`config.mk`:
```
export PLATFORM = sky130hd
export DESIGN_NAME = memory_top
export DESIGN_NICKNAME = d
export VERILOG_FILES = /design/src/verilog/mem_pkg.sv /design/src/verilog/fill_engine.sv /design/src/verilog/memory_top.sv /design/src/verilog/pixel_feeder.sv /design/src/verilog/request_arbiter.sv
export SDC_FILE = /design/constraint.sdc
export NUM_CORES = 1
export LEC_CHECK = 0
export BUFFER_PORTS_ARGS = -buffer_cell sky130_fd_sc_hd__buf_4
export CORE_AREA = 2 2 221 223
export CTS_CLUSTER_DIAMETER = 50
export DETAILED_ROUTE_END_ITERATION = 8
export DIE_AREA = 0 0 223 225
export PLACE_DENSITY = 0.74
export REMOVE_ABC_BUFFERS = 1
export SLEW_MARGIN = 20
export SYNTH_ARGS = -nofsm -noshare
export SYNTH_HDL_FRONTEND = slang
export SYNTH_SLANG_ARGS = --single-unit
```
`constraint.sdc`:
```
create_clock -name i_cpu_clk -period 4.6 [get_ports i_cpu_clk]
set_clock_uncertainty 0.2 [all_clocks]
set_input_delay 0.23 -clock i_cpu_clk [delete_from_list [all_inputs] [get_ports i_cpu_clk]]
set_output_delay 0.23 -clock i_cpu_clk [all_outputs]
set_load 0.05 [all_outputs]
```
`src/verilog/mem_pkg.sv`:
```
package mem_pkg;

   // ------------------------------------------------------------------------
   // Memory word and frame geometry
   // ------------------------------------------------------------------------
   localparam int ADDR_W         = 20;
   localparam int DATA_W         = 128;
   localparam int MASK_W         = DATA_W / 8;
   localparam int PIXEL_W        = 24;
   localparam int LANES          = 4;
   localparam int LANE_W         = DATA_W / LANES;
   localparam int FRAME_WORDS    = 16;
   localparam int MEM_CREDITS    = 4;
   localparam int FEED_BUF_WORDS = 4;

   // Derived counter widths
   localparam int WORD_CNT_W = $clog2(FRAME_WORDS);
   localparam int CREDIT_W   = $clog2(MEM_CREDITS + 1);
   localparam int BUF_IDX_W  = $clog2(FEED_BUF_WORDS);
   localparam int BUF_CNT_W  = $clog2(FEED_BUF_WORDS + 1);
   localparam int LANE_IDX_W = $clog2(LANES);

   typedef logic [ADDR_W-1:0]     addr_t;
   typedef logic [DATA_W-1:0]     data_t;
   // Set bit means the byte is left untouched
   typedef logic [MASK_W-1:0]     mask_t;
   typedef logic [PIXEL_W-1:0]    pixel_t;
   typedef logic [WORD_CNT_W-1:0] word_cnt_t;
   typedef logic [CREDIT_W-1:0]   credit_t;
   typedef logic [BUF_IDX_W-1:0]  buf_idx_t;
   typedef logic [BUF_CNT_W-1:0]  buf_cnt_t;
   typedef logic [LANE_IDX_W-1:0] lane_idx_t;

   // Same encoding as the DDR2 address FIFO commands
   typedef enum logic [2:0] {
      MEM_WRITE = 3'b000,
      MEM_READ  = 3'b001
   } mem_cmd_e;

   // ------------------------------------------------------------------------
   // Bundles
   // ------------------------------------------------------------------------
   typedef struct packed {
      mem_cmd_e cmd;
      addr_t    addr;
      data_t    data;
      mask_t    mask;
   } mem_req_t;

   typedef struct packed {
      addr_t  base;
      pixel_t color;
   } fill_cmd_t;

endpackage

```
`src/verilog/fill_engine.sv`:
```
`timescale 1ns/1ps

module fill_engine (
   input  logic               i_cpu_clk,
   input  logic               i_rst_n,
   input  mem_pkg::fill_cmd_t i_fill_cmd,
   input  logic               i_fill_valid,
   input  logic               i_grant,
   output logic               o_fill_ready,
   output mem_pkg::mem_req_t  o_req,
   output logic               o_req_valid
);

   typedef enum logic {
      FILL_IDLE,
      FILL_WRITE
   } fill_state_e;

   fill_state_e                 state_q;
   mem_pkg::fill_cmd_t          cmd_q;
   mem_pkg::word_cnt_t          word_q;
   logic                        last_word;
   logic [mem_pkg::LANE_W-1:0]  lane_pix;

   assign last_word    = (word_q == mem_pkg::word_cnt_t'(mem_pkg::FRAME_WORDS - 1));
   assign o_fill_ready = (state_q == FILL_IDLE);
   assign o_req_valid  = (state_q == FILL_WRITE);

   // One lane of colour, top byte zero
   assign lane_pix = {{(mem_pkg::LANE_W - mem_pkg::PIXEL_W){1'b0}}, cmd_q.color};

   always_comb begin
      o_req.cmd  = mem_pkg::MEM_WRITE;
      o_req.addr = cmd_q.base + mem_pkg::addr_t'(word_q);
      o_req.data = {mem_pkg::LANES{lane_pix}};
      o_req.mask = '0;
   end

   always_ff @(posedge i_cpu_clk or negedge i_rst_n) begin
      if (!i_rst_n) begin
         state_q <= FILL_IDLE;
         word_q  <= '0;
      end else begin
         case (state_q)
            FILL_IDLE: begin
               if (i_fill_valid) begin
                  state_q <= FILL_WRITE;
                  word_q  <= '0;
               end
            end
            FILL_WRITE: begin
               // Walk the frame one granted word at a time
               if (i_grant) begin
                  word_q <= word_q + 1'b1;
                  if (last_word) begin
                     state_q <= FILL_IDLE;
                  end
               end
            end
            default: state_q <= FILL_IDLE;
         endcase
      end
   end

   // Command held for the whole fill
   always_ff @(posedge i_cpu_clk) begin
      if (o_fill_ready && i_fill_valid) begin
         cmd_q <= i_fill_cmd;
      end
   end

endmodule

```
`src/verilog/memory_top.sv`:
```
`timescale 1ns/1ps

module memory_top (
   input  logic               i_cpu_clk,
   input  logic               i_rst_n,
   // Fill commands
   input  mem_pkg::fill_cmd_t i_fill_cmd,
   input  logic               i_fill_valid,
   output logic               o_fill_ready,
   input  mem_pkg::addr_t     i_display_base,
   // Memory request port, credit based
   output mem_pkg::mem_req_t  o_mem_req,
   output logic               o_mem_req_valid,
   input  logic               i_mem_credit,
   input  mem_pkg::data_t     i_rd_data,
   input  logic               i_rd_valid,
   // Video stream
   output mem_pkg::pixel_t    o_video,
   output logic               o_video_valid,
   input  logic               i_video_ready,
   output logic               o_frame_done
);

   mem_pkg::mem_req_t fill_req;
   logic              fill_req_valid;
   logic              write_grant;
   mem_pkg::mem_req_t feed_req;
   logic              feed_req_valid;
   logic              read_grant;

   fill_engine u_fill (
      .i_cpu_clk    (i_cpu_clk),
      .i_rst_n      (i_rst_n),
      .i_fill_cmd   (i_fill_cmd),
      .i_fill_valid (i_fill_valid),
      .i_grant      (write_grant),
      .o_fill_ready (o_fill_ready),
      .o_req        (fill_req),
      .o_req_valid  (fill_req_valid)
   );

   request_arbiter u_arb (
      .i_cpu_clk       (i_cpu_clk),
      .i_rst_n         (i_rst_n),
      .i_read_req      (feed_req),
      .i_read_valid    (feed_req_valid),
      .i_write_req     (fill_req),
      .i_write_valid   (fill_req_valid),
      .i_mem_credit    (i_mem_credit),
      .o_read_grant    (read_grant),
      .o_write_grant   (write_grant),
      .o_mem_req       (o_mem_req),
      .o_mem_req_valid (o_mem_req_valid)
   );

   pixel_feeder u_feed (
      .i_cpu_clk      (i_cpu_clk),
      .i_rst_n        (i_rst_n),
      .i_display_base (i_display_base),
      .i_grant        (read_grant),
      .i_rd_data      (i_rd_data),
      .i_rd_valid     (i_rd_valid),
      .i_video_ready  (i_video_ready),
      .o_req          (feed_req),
      .o_req_valid    (feed_req_valid),
      .o_video        (o_video),
      .o_video_valid  (o_video_valid),
      .o_frame_done   (o_frame_done)
   );

endmodule

```
`src/verilog/pixel_feeder.sv`:
```
`timescale 1ns/1ps

module pixel_feeder (
   input  logic              i_cpu_clk,
   input  logic              i_rst_n,
   input  mem_pkg::addr_t    i_display_base,
   input  logic              i_grant,
   input  mem_pkg::data_t    i_rd_data,
   input  logic              i_rd_valid,
   input  logic              i_video_ready,
   output mem_pkg::mem_req_t o_req,
   output logic              o_req_valid,
   output mem_pkg::pixel_t   o_video,
   output logic              o_video_valid,
   output logic              o_frame_done
);

   typedef enum logic {
      FEED_IDLE,
      FEED_SCAN
   } feed_state_e;

   feed_state_e         state_q;
   mem_pkg::addr_t      rd_base_q;
   mem_pkg::word_cnt_t  rd_word_q;
   mem_pkg::word_cnt_t  out_word_q;
   mem_pkg::buf_cnt_t   occ_q;
   mem_pkg::buf_cnt_t   held_q;
   mem_pkg::buf_idx_t   wr_ptr_q;
   mem_pkg::buf_idx_t   rd_ptr_q;
   mem_pkg::lane_idx_t  lane_q;
   mem_pkg::data_t      buf_mem [mem_pkg::FEED_BUF_WORDS];
   logic                start_frame;
   logic                rd_last;
   logic                xfer;
   logic                word_pop;
   logic                frame_last;

   // ------------------------------------------------------------------------
   // Read request side
   // ------------------------------------------------------------------------
   assign rd_last     = i_grant && (rd_word_q == mem_pkg::word_cnt_t'(mem_pkg::FRAME_WORDS - 1));
   assign start_frame = (state_q == FEED_IDLE) || rd_last;

   // occ_q covers words in flight plus words sitting in the buffer
   assign o_req_valid = (state_q == FEED_SCAN) &&
                        (occ_q < mem_pkg::buf_cnt_t'(mem_pkg::FEED_BUF_WORDS));

   always_comb begin
      o_req.cmd  = mem_pkg::MEM_READ;
      o_req.addr = rd_base_q + mem_pkg::addr_t'(rd_word_q);
      o_req.data = '0;
      o_req.mask = '1;
   end

   always_ff @(posedge i_cpu_clk or negedge i_rst_n) begin
      if (!i_rst_n) begin
         state_q   <= FEED_IDLE;
         rd_word_q <= '0;
      end else begin
         state_q <= FEED_SCAN;
         if (rd_last) begin
            rd_word_q <= '0;
         end else if (i_grant) begin
            rd_word_q <= rd_word_q + 1'b1;
         end
      end
   end

   // Base is picked up at the start of each frame
   always_ff @(posedge i_cpu_clk) begin
      if (start_frame) begin
         rd_base_q <= i_display_base;
      end
   end

   // ------------------------------------------------------------------------
   // Word buffer and video output
   // ------------------------------------------------------------------------
   assign o_video_valid = (held_q != '0);
   assign o_video       = buf_mem[rd_ptr_q][lane_q * mem_pkg::LANE_W +: mem_pkg::PIXEL_W];
   assign xfer          = o_video_valid && i_video_ready;
   assign word_pop      = xfer && (lane_q == mem_pkg::lane_idx_t'(mem_pkg::LANES - 1));
   assign frame_last    = word_pop &&
                          (out_word_q == mem_pkg::word_cnt_t'(mem_pkg::FRAME_WORDS - 1));

   always_ff @(posedge i_cpu_clk) begin
      if (i_rd_valid) begin
         buf_mem[wr_ptr_q] <= i_rd_data;
      end
   end

   // Pointers wrap on their own, depth is a power of two
   always_ff @(posedge i_cpu_clk or negedge i_rst_n) begin
      if (!i_rst_n) begin
         occ_q        <= '0;
         held_q       <= '0;
         wr_ptr_q     <= '0;
         rd_ptr_q     <= '0;
         lane_q       <= '0;
         out_word_q   <= '0;
         o_frame_done <= 1'b0;
      end else begin
         case ({i_grant, word_pop})
            2'b10:   occ_q <= occ_q + 1'b1;
            2'b01:   occ_q <= occ_q - 1'b1;
            default: occ_q <= occ_q;
         endcase
         case ({i_rd_valid, word_pop})
            2'b10:   held_q <= held_q + 1'b1;
            2'b01:   held_q <= held_q - 1'b1;
            default: held_q <= held_q;
         endcase
         if (i_rd_valid) begin
            wr_ptr_q <= wr_ptr_q + 1'b1;
         end
         if (word_pop) begin
            rd_ptr_q   <= rd_ptr_q + 1'b1;
            out_word_q <= frame_last ? '0 : out_word_q + 1'b1;
         end
         if (xfer) begin
            lane_q <= lane_q + 1'b1;
         end
         o_frame_done <= frame_last;
      end
   end

endmodule

```
`src/verilog/request_arbiter.sv`:
```
`timescale 1ns/1ps

module request_arbiter (
   input  logic              i_cpu_clk,
   input  logic              i_rst_n,
   input  mem_pkg::mem_req_t i_read_req,
   input  logic              i_read_valid,
   input  mem_pkg::mem_req_t i_write_req,
   input  logic              i_write_valid,
   input  logic              i_mem_credit,
   output logic              o_read_grant,
   output logic              o_write_grant,
   output mem_pkg::mem_req_t o_mem_req,
   output logic              o_mem_req_valid
);

   mem_pkg::credit_t credit_q;
   logic             has_credit;
   logic             spend;

   // ------------------------------------------------------------------------
   // Grant
   // ------------------------------------------------------------------------
   assign has_credit = (credit_q != '0);

   // Feeder reads have fixed priority so the video never starves
   assign o_read_grant  = has_credit && i_read_valid;
   assign o_write_grant = has_credit && i_write_valid && !i_read_valid;
   assign spend         = o_read_grant || o_write_grant;

   // ------------------------------------------------------------------------
   // Credit counter
   // ------------------------------------------------------------------------
   // Credit is taken at grant time, one cycle ahead of the valid on the port,
   // so a returned credit and a new grant can meet in the same cycle
   always_ff @(posedge i_cpu_clk or negedge i_rst_n) begin
      if (!i_rst_n) begin
         credit_q <= mem_pkg::credit_t'(mem_pkg::MEM_CREDITS);
      end else begin
         case ({spend, i_mem_credit})
            2'b10:   credit_q <= credit_q - 1'b1;
            2'b01:   credit_q <= credit_q + 1'b1;
            default: credit_q <= credit_q;
         endcase
      end
   end

   // ------------------------------------------------------------------------
   // Registered memory port
   // ------------------------------------------------------------------------
   always_ff @(posedge i_cpu_clk or negedge i_rst_n) begin
      if (!i_rst_n) begin
         o_mem_req_valid <= 1'b0;
      end else begin
         o_mem_req_valid <= spend;
      end
   end

   always_ff @(posedge i_cpu_clk) begin
      if (spend) begin
         o_mem_req <= o_read_grant ? i_read_req : i_write_req;
      end
   end

endmodule
```
* Word level (Yosys, flattened, before mapping)
Memory sizes are Yosys's and may differ from the RTL's.
Cells that the tools add are included.
Widths: inputs -> output; s select.
** Storage, ports and cells
- Bits in registers :: 262
- RAM bits :: 512
- Input port bits :: 198
- Output and inout bits :: 195
- Word-level logic and storage cells :: 87
- Memories kept :: 1
** Memory list
- u_feed.buf_mem :: depth 4, width 128, rd ports 1, clocked after memory_dff 0, wr ports 1, RTL line pixel_feeder.sv:32 : mem_pkg::data_t buf_mem [mem_pkg::FEED_BUF_WORDS];
** Cells by class
- Add/sub/neg operators :: 14
- Order comparisons :: 1
- Equality and inequality tests :: 12
- Shifts and indexed selects :: 1
- Multiplexer cells :: 16
- Bitwise operators :: 2
- Reduce and logical (&&, ||, !) cells :: 19
** Operator list (number)
- $mux 165 :: 1
- $shiftx 128x8->24 :: 1
- $add 20x4->20 :: 2
- $mux 4 :: 5
- $pmux 3 s2 :: 3
- $add 4x1->4 const B :: 3
- $eq 4x4->1 const B :: 3
- $add 3x1->3 const B :: 3
- $logic_and 1x1->1 :: 9
- $sub 3x1->3 const B :: 3
- $eq 2x2->1 const B :: 4
- $pmux 4 s2 :: 1
- $reduce_bool 2->1 :: 4
- $add 2x1->2 const B :: 3
- $eq 2x1->1 const B :: 3
- $reduce_bool 3->1 :: 2
- $mux 1 :: 5
- $lt 3x3->1 const B :: 1
- $logic_or 1x1->1 :: 2
- $ne 2x1->1 const B :: 1
- $ne 2x2->1 const B :: 1
- $not 1->1 :: 2
- $pmux 1 s2 :: 1
- $reduce_and 2->1 :: 1
- $logic_not 1->1 :: 1

* Logic depth before layout (Yosys ltp)
Gate-level depths: netlist of the first run.
- Depth in word-level cells :: 7
- Gate-level depth with buffers :: 10
- Depth with buffers taken out :: 9

* Modules after synthesis
From an unflattened synthesis of the first run, not the netlist that was laid out.
** Second synthesis, totals
- Cell total of the unflattened synthesis :: 1565
- Area total of the unflattened synthesis :: 28598.7 µm²
** By module, submodules not included
- pixel_feeder :: instances 1, cells each 918, area an instance 17725.8 µm², sequential area each 12682.2 µm²
- request_arbiter :: instances 1, cells each 372, area an instance 7746.2 µm², sequential area each 5116.2 µm²
- fill_engine :: instances 1, cells each 275, area an instance 3126.7 µm², sequential area each 1446.4 µm²

* Worst setup path after synthesis of the first run
OpenSTA, ideal clock, no wires.
- Path kind :: register to register
- Start point :: register u_feed.wr_ptr_q[0]
- End point :: memory u_feed.buf_mem[0][0] (netlist bit), enable pin
- Setup time :: 0.465 ns
- Data arrival time :: 2.842 ns
- Required time :: 3.935 ns
- Slack :: 1.092 ns
- Cell stages (with the launch flop) :: 4
- Path buffers :: 0
- Clock period less this slack :: 3.508 ns
- Path through :: dfrtp_1 inv_1 ha_1 and2_1
** RTL lines
- from (decl) :: RTL line pixel_feeder.sv:29 : mem_pkg::buf_idx_t wr_ptr_q;
- from (signal assigned) :: RTL line pixel_feeder.sv:115 : wr_ptr_q <= wr_ptr_q + 1'b1;
- to (decl) :: RTL line pixel_feeder.sv:32
No word-level cell before the write port.

* Worst setup path after layout of the first run
- Start point :: register u_feed.rd_ptr_q[0]
- End point :: output port o_video[23]
** Between the ends
- Longest elaborated chain between the ends :: 2
** RTL lines
- from (decl) :: RTL line pixel_feeder.sv:30 : mem_pkg::buf_idx_t rd_ptr_q;
- from (signal assigned) :: RTL line pixel_feeder.sv:118 : rd_ptr_q <= rd_ptr_q + 1'b1;
- $mem_v2 4x128
- $shiftx 128x8->24 :: RTL line pixel_feeder.sv:81 : assign o_video = buf_mem[rd_ptr_q][lane_q * mem_pkg::LANE_W +: mem_pkg::PIXEL_W];
- to (decl) :: RTL line memory_top.sv:18 : output mem_pkg::pixel_t o_video,
Every way passes these cells.

==> metrics, run 1 <==
global-route wire length before repair 68.8 mm; Pwr Total 19800 uW; final wirelength 45.9 mm; cell mode on critical path mux4_2; top-area cell type share of the netlist area between 60% and 70%; IO Port Bufs 326; max-slew violations 0; Sink Count between 500 and 600; top_reg_cell synth edfxtp_1; max frequency 0.278 GHz; Worst slew margin approximately 31%; Worst-Skew Late Latency 0.63 ns; Layout Nets about 1700; total setup buffers inserted after CTS 0; Die ar. roughly 50000 um^2; Num CTS Buffers 56; H-tree depth 2; Final period util 78.3%; Worst path depth 4; synth warn 0; CP Buf/Inv Count 2; number of synthesized flops with an enable pin around 490; Worst-path clk slew 0.06 ns; Startpoint Class flop; design area between 20000 and 30000 um^2; vias in the first global route around 12000; initial antenna violation count 4; final hold violation count 0; Max VDD drop ~0.54 mV; Final Critical Period 3.60 ns; grt total ovfl 0; worst hold path class input pin to flop; flops & latches, synth approximately 520; Leakage about 0.01 uW; antenna viol nets, final 0; register area share after synthesis between 70% and 80%; layout cells sized above 1 about a third; Worst R2R Path Depth 4; Yosys top cell by area edfxtp_1; synth cell count leaders edfxtp_1, buf_4, mux4_2, xor2_1, and2_1; post-synthesis cell type count 40; TritonRoute pass-1 iters 5; placed wire-length estimate 27.6 mm; Wirelength per Cell around 21 um; max_cap viols 0; Worst Path Required between 4 and 5 ns; pin count of the biggest net entering global routing 56; # hold bufs at CTS 167; CP Class flop to output pin; IO Pins between 300 and 400; CP max FO 41; Initial Util approximately 45%; actual slew at the worst max-slew pin 1.03 ns; worst path cell trace buf_12 > mux4_2 > mux4_2 > buf_4; CTS Buffer Depth 3; Post-DP Area 23700 um^2; most frequent cell after synthesis edfxtp_1; CP top delay family multiplexers; status finished, final reports clean; mean post-synth cell area 19.7 um^2; DRC violations left 0; Synth area leaders edfxtp_1, mux4_2, buf_4, dfrtp_1, xor2_1; Power Density approximately 730 nW/um^2; endpoints failing setup 0; vias 11212; Post-CTS Resized 0; Core ar. ~48000 um^2; Worst Setup End Kind output pin; Root Driver clkbuf_16; Die W 223 um; RSZ-0062 raised after global routing false; ys async rst share just under 6%; clock tree from TritonCTS done; Overall Global Routing Usage 18.0%; Core Util, Final approximately 57%; Worst path max stage delay 0.83 ns; GP Congestion 0.814; Vias/cell between 5 and 6; Die Ht ~230 um; DR iter-0 viols 638; slowest CP cell dfrtp_4; area growth from synthesis to layout 27.9%; hold depth 2; row count 80; fillers 3465; final setup TNS 0 ns; crit path DAT 3.17 ns; Post-Syn Area between 20000 and 25000 um^2; synthesized instance count between 1000 and 1500
[cell type report]
type                       instances  area, um^2  area share [%]
sequential                       524       15600            57.1
clock inverter                    35         384            1.41
antenna                            4        10.0          0.0367
timing repair buffer             508        4280            15.7
clock buffer                      71        1480            5.42
tap                              615         769            2.82
multi-input combinational        412        4710            17.2
inverter                          23        87.6           0.321
[power breakdown]
group          internal [uW]  switching [uW]  total (uW)
Clock                   2630            1850        4480
Sequential              6470             637        7110
Combinational           2910            5320        8240
Total                  12000            7810       19800
[state kept, by name, summed over array words and instances (netlist names)]
register / cells
u_arb.credit_q: 3
u_arb.o_mem_req: 45
u_arb.o_mem_req_valid: 1
u_feed.buf_mem: 384
u_feed.held_q: 3
u_feed.lane_q: 2
u_feed.o_frame_done: 1
u_feed.occ_q: 3
u_feed.out_word_q: 4
u_feed.rd_base_q: 20
u_feed.rd_ptr_q: 2
u_feed.rd_word_q: 4
u_feed.state_q: 1
u_feed.wr_ptr_q: 2
u_fill.cmd_q: 20
u_fill.o_req: 24
u_fill.o_req_valid: 1
u_fill.word_q: 4
[metal layers]
layer  vias up  routed length, um  global-route usage [%]
li1       4991                  -                       -
met1      5763              19100                    23.5
met2       339              23000                    29.8
met3       113               2150                    3.30
met4         6               1630                    7.92
met5         -                 39                       0
[cells in the final DEF, fill, tap and decap left out, drive strengths merged, types with 19 or more instances in the layout]
| cell type | netlist | layout |
|---|---|---|
| and2 | 31 | 31 |
| buf | 140 | 342 |
| clkbuf | 17 | 71 |
| clkinv | 0 | 26 |
| conb | 2 | 35 |
| dfrtp | 30 | 30 |
| dlygate4sd3 | 0 | 166 |
| edfxtp | 493 | 493 |
| ha | 19 | 19 |
| inv | 23 | 24 |
| mux4 | 120 | 120 |
| nand2 | 30 | 30 |
| xor2 | 39 | 39 |
[logic make-up (layout without fill, tap and decap cells)]
family	after synthesis	in the layout	share of synthesized area [%]
other	2	39	0.0352
adder cells (fa/ha/maj)	24	24	1.58
flip-flops	524	524	73.0
buffers and inverters	180	637	5.58
XOR/XNOR	49	49	2.01
AND/OR/NAND/NOR	126	126	3.14
AO/OA/AOI/OAI	38	38	1.02
multiplexers	140	140	13.6
[through the flow]
stage	setup WS [ns]	hold WS, ns	std cells
floorplan	-1.28	-0.266	959
global placement	1.56	-0.0155	1915
detailed placement	1.49	-0.0109	1915
CTS	0.917	0.101	2188
global route	0.814	0.125	2188
finish	1.00	0.140	2192
[path summary, 6_finish.rpt]
path	from	endpoint	slack (ns)
max reg2reg	u_arb.credit_q[2]	u_feed.rd_base_q[8]	1.49
max	u_feed.rd_ptr_q[0]	o_video[23]	1.00
min in group asynchronous	i_rst_n	u_feed.wr_ptr_q[1]	0.44
min reg2reg	u_feed.occ_q[2]	u_feed.occ_q[2]	0.27
min	i_rd_data[73]	u_feed.buf_mem[0][73]	0.14
max in group asynchronous	i_rst_n	u_feed.rd_ptr_q[0]	3.54
No activity file was read; power rests on OpenSTA's default activity.
==> run 2, diff against run 1 <==
clock period = 3.6 ns   (was 4.6 ns; I/O delays follow)
==> run 2 against run 1 <==
  * Total power increased by 27%
  * Combinational power grew 30%
  * First-iteration DRC count up 23%
  * Count of clock-buffer cells in the layout shrank 5
  * Critical path depth stayed put
  * Setup slack worse by 0.73 ns
  * Non-clock buffer count increased by 4
  * Global-route usage is essentially flat
  * Critical path type unchanged
  * Largest cell class unchanged
  * Largest power group unchanged
  * Highest routed layer unchanged
==> metrics, run 2 (synthesized netlist as in run 1, its figures left out) <==
CTS Buffer Depth 3 (unchanged); vias in the first global route 11996 (was 11967); Startpoint Class flop (unchanged); layout cells sized above 1 35.5% (was 35.2%); setup ws final 0.274 ns (was 1.00 ns); hold depth 2 (unchanged); pin count of the biggest net entering global routing 98 (was 56); most frequent cells in the layout edfxtp_1, buf_4, dlygate4sd3_1 (unchanged); worst hold path class input pin to flop (unchanged); Die ar. 50200 um^2 (unchanged); Worst path max stage delay 0.77 ns (was 0.83 ns); commonest non-fill, non-tap cell in the layout edfxtp_1 (unchanged); status finished, final reports clean (unchanged); clock tree from TritonCTS done (unchanged); CP Class flop to output pin (unchanged); Pwr Total 25100 uW (was 19800 uW); Post-CTS Resized 0 (unchanged); Worst-path clk slew 0.06 ns (about the same); max frequency 0.301 GHz; Final Critical Period 3.33 ns; DR iter-0 viols 785 (was 638); design area 27300 um^2 (about the same); Sink Count 524 (unchanged); Worst-Skew Late Latency 0.59 ns (was 0.63 ns); endpoints failing setup 0 (unchanged); H-tree depth 2 (unchanged); slowest CP cell dfrtp_4 (unchanged); Top reg by flops u_feed.buf_mem (unchanged); Final period util between 90 and 100%; reg2reg end u_arb.o_mem_req[152] (was u_feed.rd_base_q[8]); GP Congestion 0.830 (was 0.814); Min Hold Slack 0.103 ns (was 0.140 ns); Root Driver clkbuf_16 (unchanged); Worst slew margin 33.5% (was 31.2%); fin cells 2190 (was 2192); CP max FO 24 (was 41); Die W 223 um (unchanged); hold path start i_fill_cmd[15] (was i_rd_data[73]); placed wire-length estimate 27.1 mm (was 27.6 mm); global-route wire length before repair 69.1 mm (was 68.8 mm); Worst Setup End Kind output pin (unchanged); Power Density 920 nW/um^2 (was 726 nW/um^2); max-slew violations 0 (unchanged); area growth from synthesis to layout 27.9% (about the same); vias 11102 (was 11212); actual slew at the worst max-slew pin 0.998 ns (was 1.03 ns); Vias/cell 5.07 (was 5.11); fillers 3477 (was 3465); RR Startpoint u_fill.word_q[0] (was u_arb.credit_q[2]); Leakage 0.00996 uW (was 0.00998 uW); TritonRoute pass-1 iters 5 (unchanged); Initial Util 44.9% (unchanged); worst path cell trace buf_4 > mux4_2 > mux4_2 > buf_4 (was buf_12 > mux4_2 > mux4_2 > buf_4); Layout Nets 1749 (was 1747); r2r setup slk 0.78 ns (was 1.49 ns); IO Pins 393 (unchanged); max_cap viols 0 (unchanged); total setup buffers inserted after CTS 0 (unchanged); Die Ht 225 um (unchanged); row count 80 (unchanged); dpl ws 0.824 ns (was 1.49 ns); final wirelength 45.3 mm (was 45.9 mm); RSZ-0062 raised after global routing false (unchanged); hold path endpoint u_fill.o_req[31] (was u_feed.buf_mem[0][73]); crit path DAT 2.95 ns (was 3.17 ns); dpl cells 1919 (was 1915); Core ar. 47500 um^2 (unchanged); Max VDD drop 0.699 mV (was 0.539 mV); DRC violations left 0 (unchanged); Wirelength per Cell 20.7 um (was 20.9 um); initial antenna violation count 3 (was 4); final hold violation count 0 (unchanged); antenna viol nets, final 0 (unchanged); Worst Path Required 3.22 ns (was 4.17 ns); Worst R2R Path Depth 8 (was 4); max reg flops 384 (unchanged); Num CTS Buffers 54 (was 56); Overall Global Routing Usage 18.0% (about the same); IO Port Bufs 326 (unchanged); grt total ovfl 0 (unchanged); Post-DP Area 23800 um^2 (was 23700 um^2)
==> run 2: worst max path at each step <==
stage	start	to	slack [ns]	depth (start not counted)
3_3_place_gp	u_feed.rd_ptr_q[0]	o_video[12]	0.82	4
3_5_place_dp	u_feed.rd_ptr_q[0]	o_video[12]	0.82	4
2_1_floorplan	u_arb.o_mem_req[14]	o_mem_req[0]	-2.23	0
4_1_cts	u_feed.rd_ptr_q[0]	o_video[12]	0.19	4
5_1_grt	u_feed.rd_ptr_q[0]	o_video[12]	0.12	4
6_report	u_feed.rd_ptr_q[0]	o_video[12]	0.27	4
==> run 2: area by class of cell <==
cell class | instances | area, um^2 | share of cell area [%]
sequential | 524 | 15600 | 57.1
multi-input combinational | 412 | 4710 | 17.2
timing repair buffer | 512 | 4370 | 16.0
clock buffer | 66 | 1420 | 5.19
tap | 615 | 769 | 2.82
clock inverter | 36 | 342 | 1.25
inverter | 23 | 87.6 | 0.321
antenna | 2 | 5.00 | 0.0183
==> run 2: repair_timing <==
item,in CTS,in global routing
endpoints found under the setup margin,0,0
endpoints found under the hold margin,495,0
hold buffers,167,0
==> run 2: metal layers <==
metal  global-route usage (%)  wire [um]  vias to the layer above
met3                     3.49       2320                       88
li1                         -          -                     5002
met1                     23.3      18300                     5694
met4                     6.47       1280                        2
met5                        0         13                        -
met2                     30.6      23400                      316
==> run 2: stage by stage <==
| step | utilization, % | setup TNS (ns) |
|---|---|---|
| 2_1_floorplan | - | -91.37 |
| 3_3_place_gp | 50.1 | 0 |
| 3_5_place_dp | 50.1 | 0 |
| 4_1_cts | 57.4 | 0 |
| 5_1_grt | 57.4 | 0 |
| 6_report | 57.4 | 0 |
==> run 2: worst max-delay path: cells and delay by family, from the launching register on <==
family	cells	cell delay (ns)
DFF	1	0.77
buffers and inverters	2	0.55
muxes	2	1.02
==> run 2: report_power, final <==
group	internal (uW)	leakage, uW	total [uW]	switching (uW)
Sequential	8260	0.00496	8950	690
Clock	3110	0.000848	5450	2340
Combinational	3790	0.00416	10700	6910
==> run 3, diff against run 2 <==
CORE_AREA = 2 2 199 201   (was 2 2 221 223)
DIE_AREA = 0 0 201 203   (was 0 0 223 225)
PLACE_DENSITY = 0.87   (was 0.74)
==> run 3 against run 2 <==
  * Routed wire length is 13% higher
  * Total power is 1.4% higher
  * Final cell count is 4.6% lower
  * Register-to-register slack worse by 0.32 ns
  * Sequential share of layout area is 0.15 points higher
  * Core utilization is 13 points higher
  * Worst hold slack better by 0.0015 ns
  * Clock power is 2% higher
  * Critical path type unchanged
  * Largest cell class unchanged
==> metrics, run 3 (synthesized netlist as in run 1, its figures left out) <==
DRC violations left 0 (unchanged); H-tree depth 2 (unchanged); Worst Setup End Kind output pin (unchanged); most frequent cells in the layout edfxtp_1, buf_4, dlygate4sd3_1 (unchanged); Worst slew margin 28.0% (was 33.5%); final setup TNS 0 ns (unchanged); row count 72 (was 80); hold depth 2 (unchanged); global-route wire length before repair 76.8 mm (was 69.1 mm); max reg flops 384 (unchanged); Power Density 936 nW/um^2 (was 920 nW/um^2); Worst R2R Path Depth 8 (unchanged); r2r setup slk 0.46 ns (was 0.78 ns); CP Class flop to output pin (unchanged); slowest CP cell dfrtp_4 (unchanged); worst hold path class input pin to flop (unchanged); Leakage 0.00997 uW (was 0.00996 uW); Layout Nets 1751 (was 1749); Final period util 94.0% (was 92.4%); Worst-path clk slew 0.06 ns (about the same); top routing layer used met5 (unchanged); Vias/cell 5.65 (was 5.07); Root Driver clkbuf_16 (unchanged); status finished, final reports clean (unchanged); Post-DP Area 23700 um^2 (was 23800 um^2); layout cells sized above 1 35.5% (about the same); Min Hold Slack 0.105 ns (was 0.103 ns); pin count of the biggest net entering global routing 56 (was 98); TritonRoute pass-1 iters 5 (unchanged); actual slew at the worst max-slew pin 1.08 ns (was 0.998 ns); CTS Buffer Depth 3 (unchanged); endpoints failing setup 0 (unchanged); vias 11801 (was 11102); Num CTS Buffers 54 (unchanged); Overall Global Routing Usage 25.4% (was 18.0%); worst path cell trace buf_12 > mux4_2 > mux4_2 > buf_4 (was buf_4 > mux4_2 > mux4_2 > buf_4); max frequency 0.296 GHz (was 0.301 GHz); Pwr Total 25500 uW (was 25100 uW); Die Ht 203 um (was 225 um); max_cap viols 0 (unchanged); WL met3 3.35 mm (was 2.32 mm); length of routed met2 wiring 27.8 mm (was 23.4 mm); RSZ-0062 raised after global routing false (unchanged); Wirelength per Cell 24.6 um (was 20.7 um); Core Util, Final 70.8% (was 57.4%); IO Pins 393 (unchanged); antenna viol nets, final 0 (unchanged); Max VDD drop 0.709 mV (was 0.699 mV); cell mode on critical path mux4_2; total setup buffers inserted after CTS 0 (unchanged); Worst Path Required 3.22 ns (about the same); # hold bufs at CTS 167 (unchanged); initial antenna violation count 3 (unchanged); DR iter-0 viols 954 (was 785); max-slew violations 0 (unchanged); placed wire-length estimate 28.5 mm (was 27.1 mm); WL met1 18.0 mm (was 18.3 mm); final hold violation count 0 (unchanged); Initial Util 55.5% (was 44.9%); clock tree from TritonCTS done (unchanged); Post-CTS Resized 0 (unchanged); area growth from synthesis to layout 27.5% (was 27.9%); Die W 201 um (was 223 um); IO Port Bufs 326 (unchanged); CP max FO 31 (was 24); Core ar. 38500 um^2 (was 47500 um^2); design area 27200 um^2 (was 27300 um^2); Startpoint Class flop (unchanged); Worst-Skew Late Latency 0.59 ns (about the same); Die ar. 40800 um^2 (was 50200 um^2); final wirelength 51.3 mm (was 45.3 mm); Final Critical Period 3.38 ns (was 3.33 ns); Worst path max stage delay 0.76 ns (was 0.77 ns); Sink Count 524 (unchanged); commonest non-fill, non-tap cell in the layout edfxtp_1 (unchanged); grt total ovfl 0 (unchanged); vias in the first global route 12710 (was 11996); crit path DAT 3.00 ns (was 2.95 ns); GP Congestion 0.808 (was 0.830); Top reg by flops u_feed.buf_mem (unchanged)
run 3: area by class of cell:
class,instances,area (um^2)
diodes,3,7.51
clock buffers,67,1420
clock inverters,29,362
fillers,2188,11200
inverters,23,86.3
multi-input cells,412,4710
flip-flops and latches,524,15600
well taps,518,648
repair buffers,514,4400
run 3: worst paths after layout:
path,start,end
setup / recovery,u_feed.rd_ptr_q[0],o_video[10]
hold / removal,i_rd_data[73],u_feed.buf_mem[3][73]
setup reg to reg,u_fill.word_q[0],u_arb.o_mem_req[156]
hold reg to reg,u_feed.held_q[2],u_feed.held_q[2]
max in group asynchronous,i_rst_n,u_fill.word_q[3]
min in group asynchronous,i_rst_n,u_feed.rd_ptr_q[0]
run 3: per-stage QoR:
stage	setup slack [ns]	cells
floorplan	-2.23	959
global placement	0.827	1824
detailed placement	0.753	1824
CTS	0.138	2087
global route	0.0489	2089
finish	0.217	2090
run 3: report_power, final:
part | leakage (uW) | switching, uW | internal, uW
combinational | 0.00416 | 6960 | 3810
clock | 0.000853 | 2330 | 3250
sequential | 0.00496 | 851 | 8270
run 3: layer usage:
layer,global-route usage (%),vias up
met1,29.5,6083
met4,11.3,2
met5,0,-
met3,5.87,154
met2,45.1,568
li1,-,4994
run 3: critical path, delay by kind of cell, from the launching register on:
family	cells	cell delay, ns
buffers and inverters	2	0.53
flip-flops	1	0.76
multiplexers	2	1.06
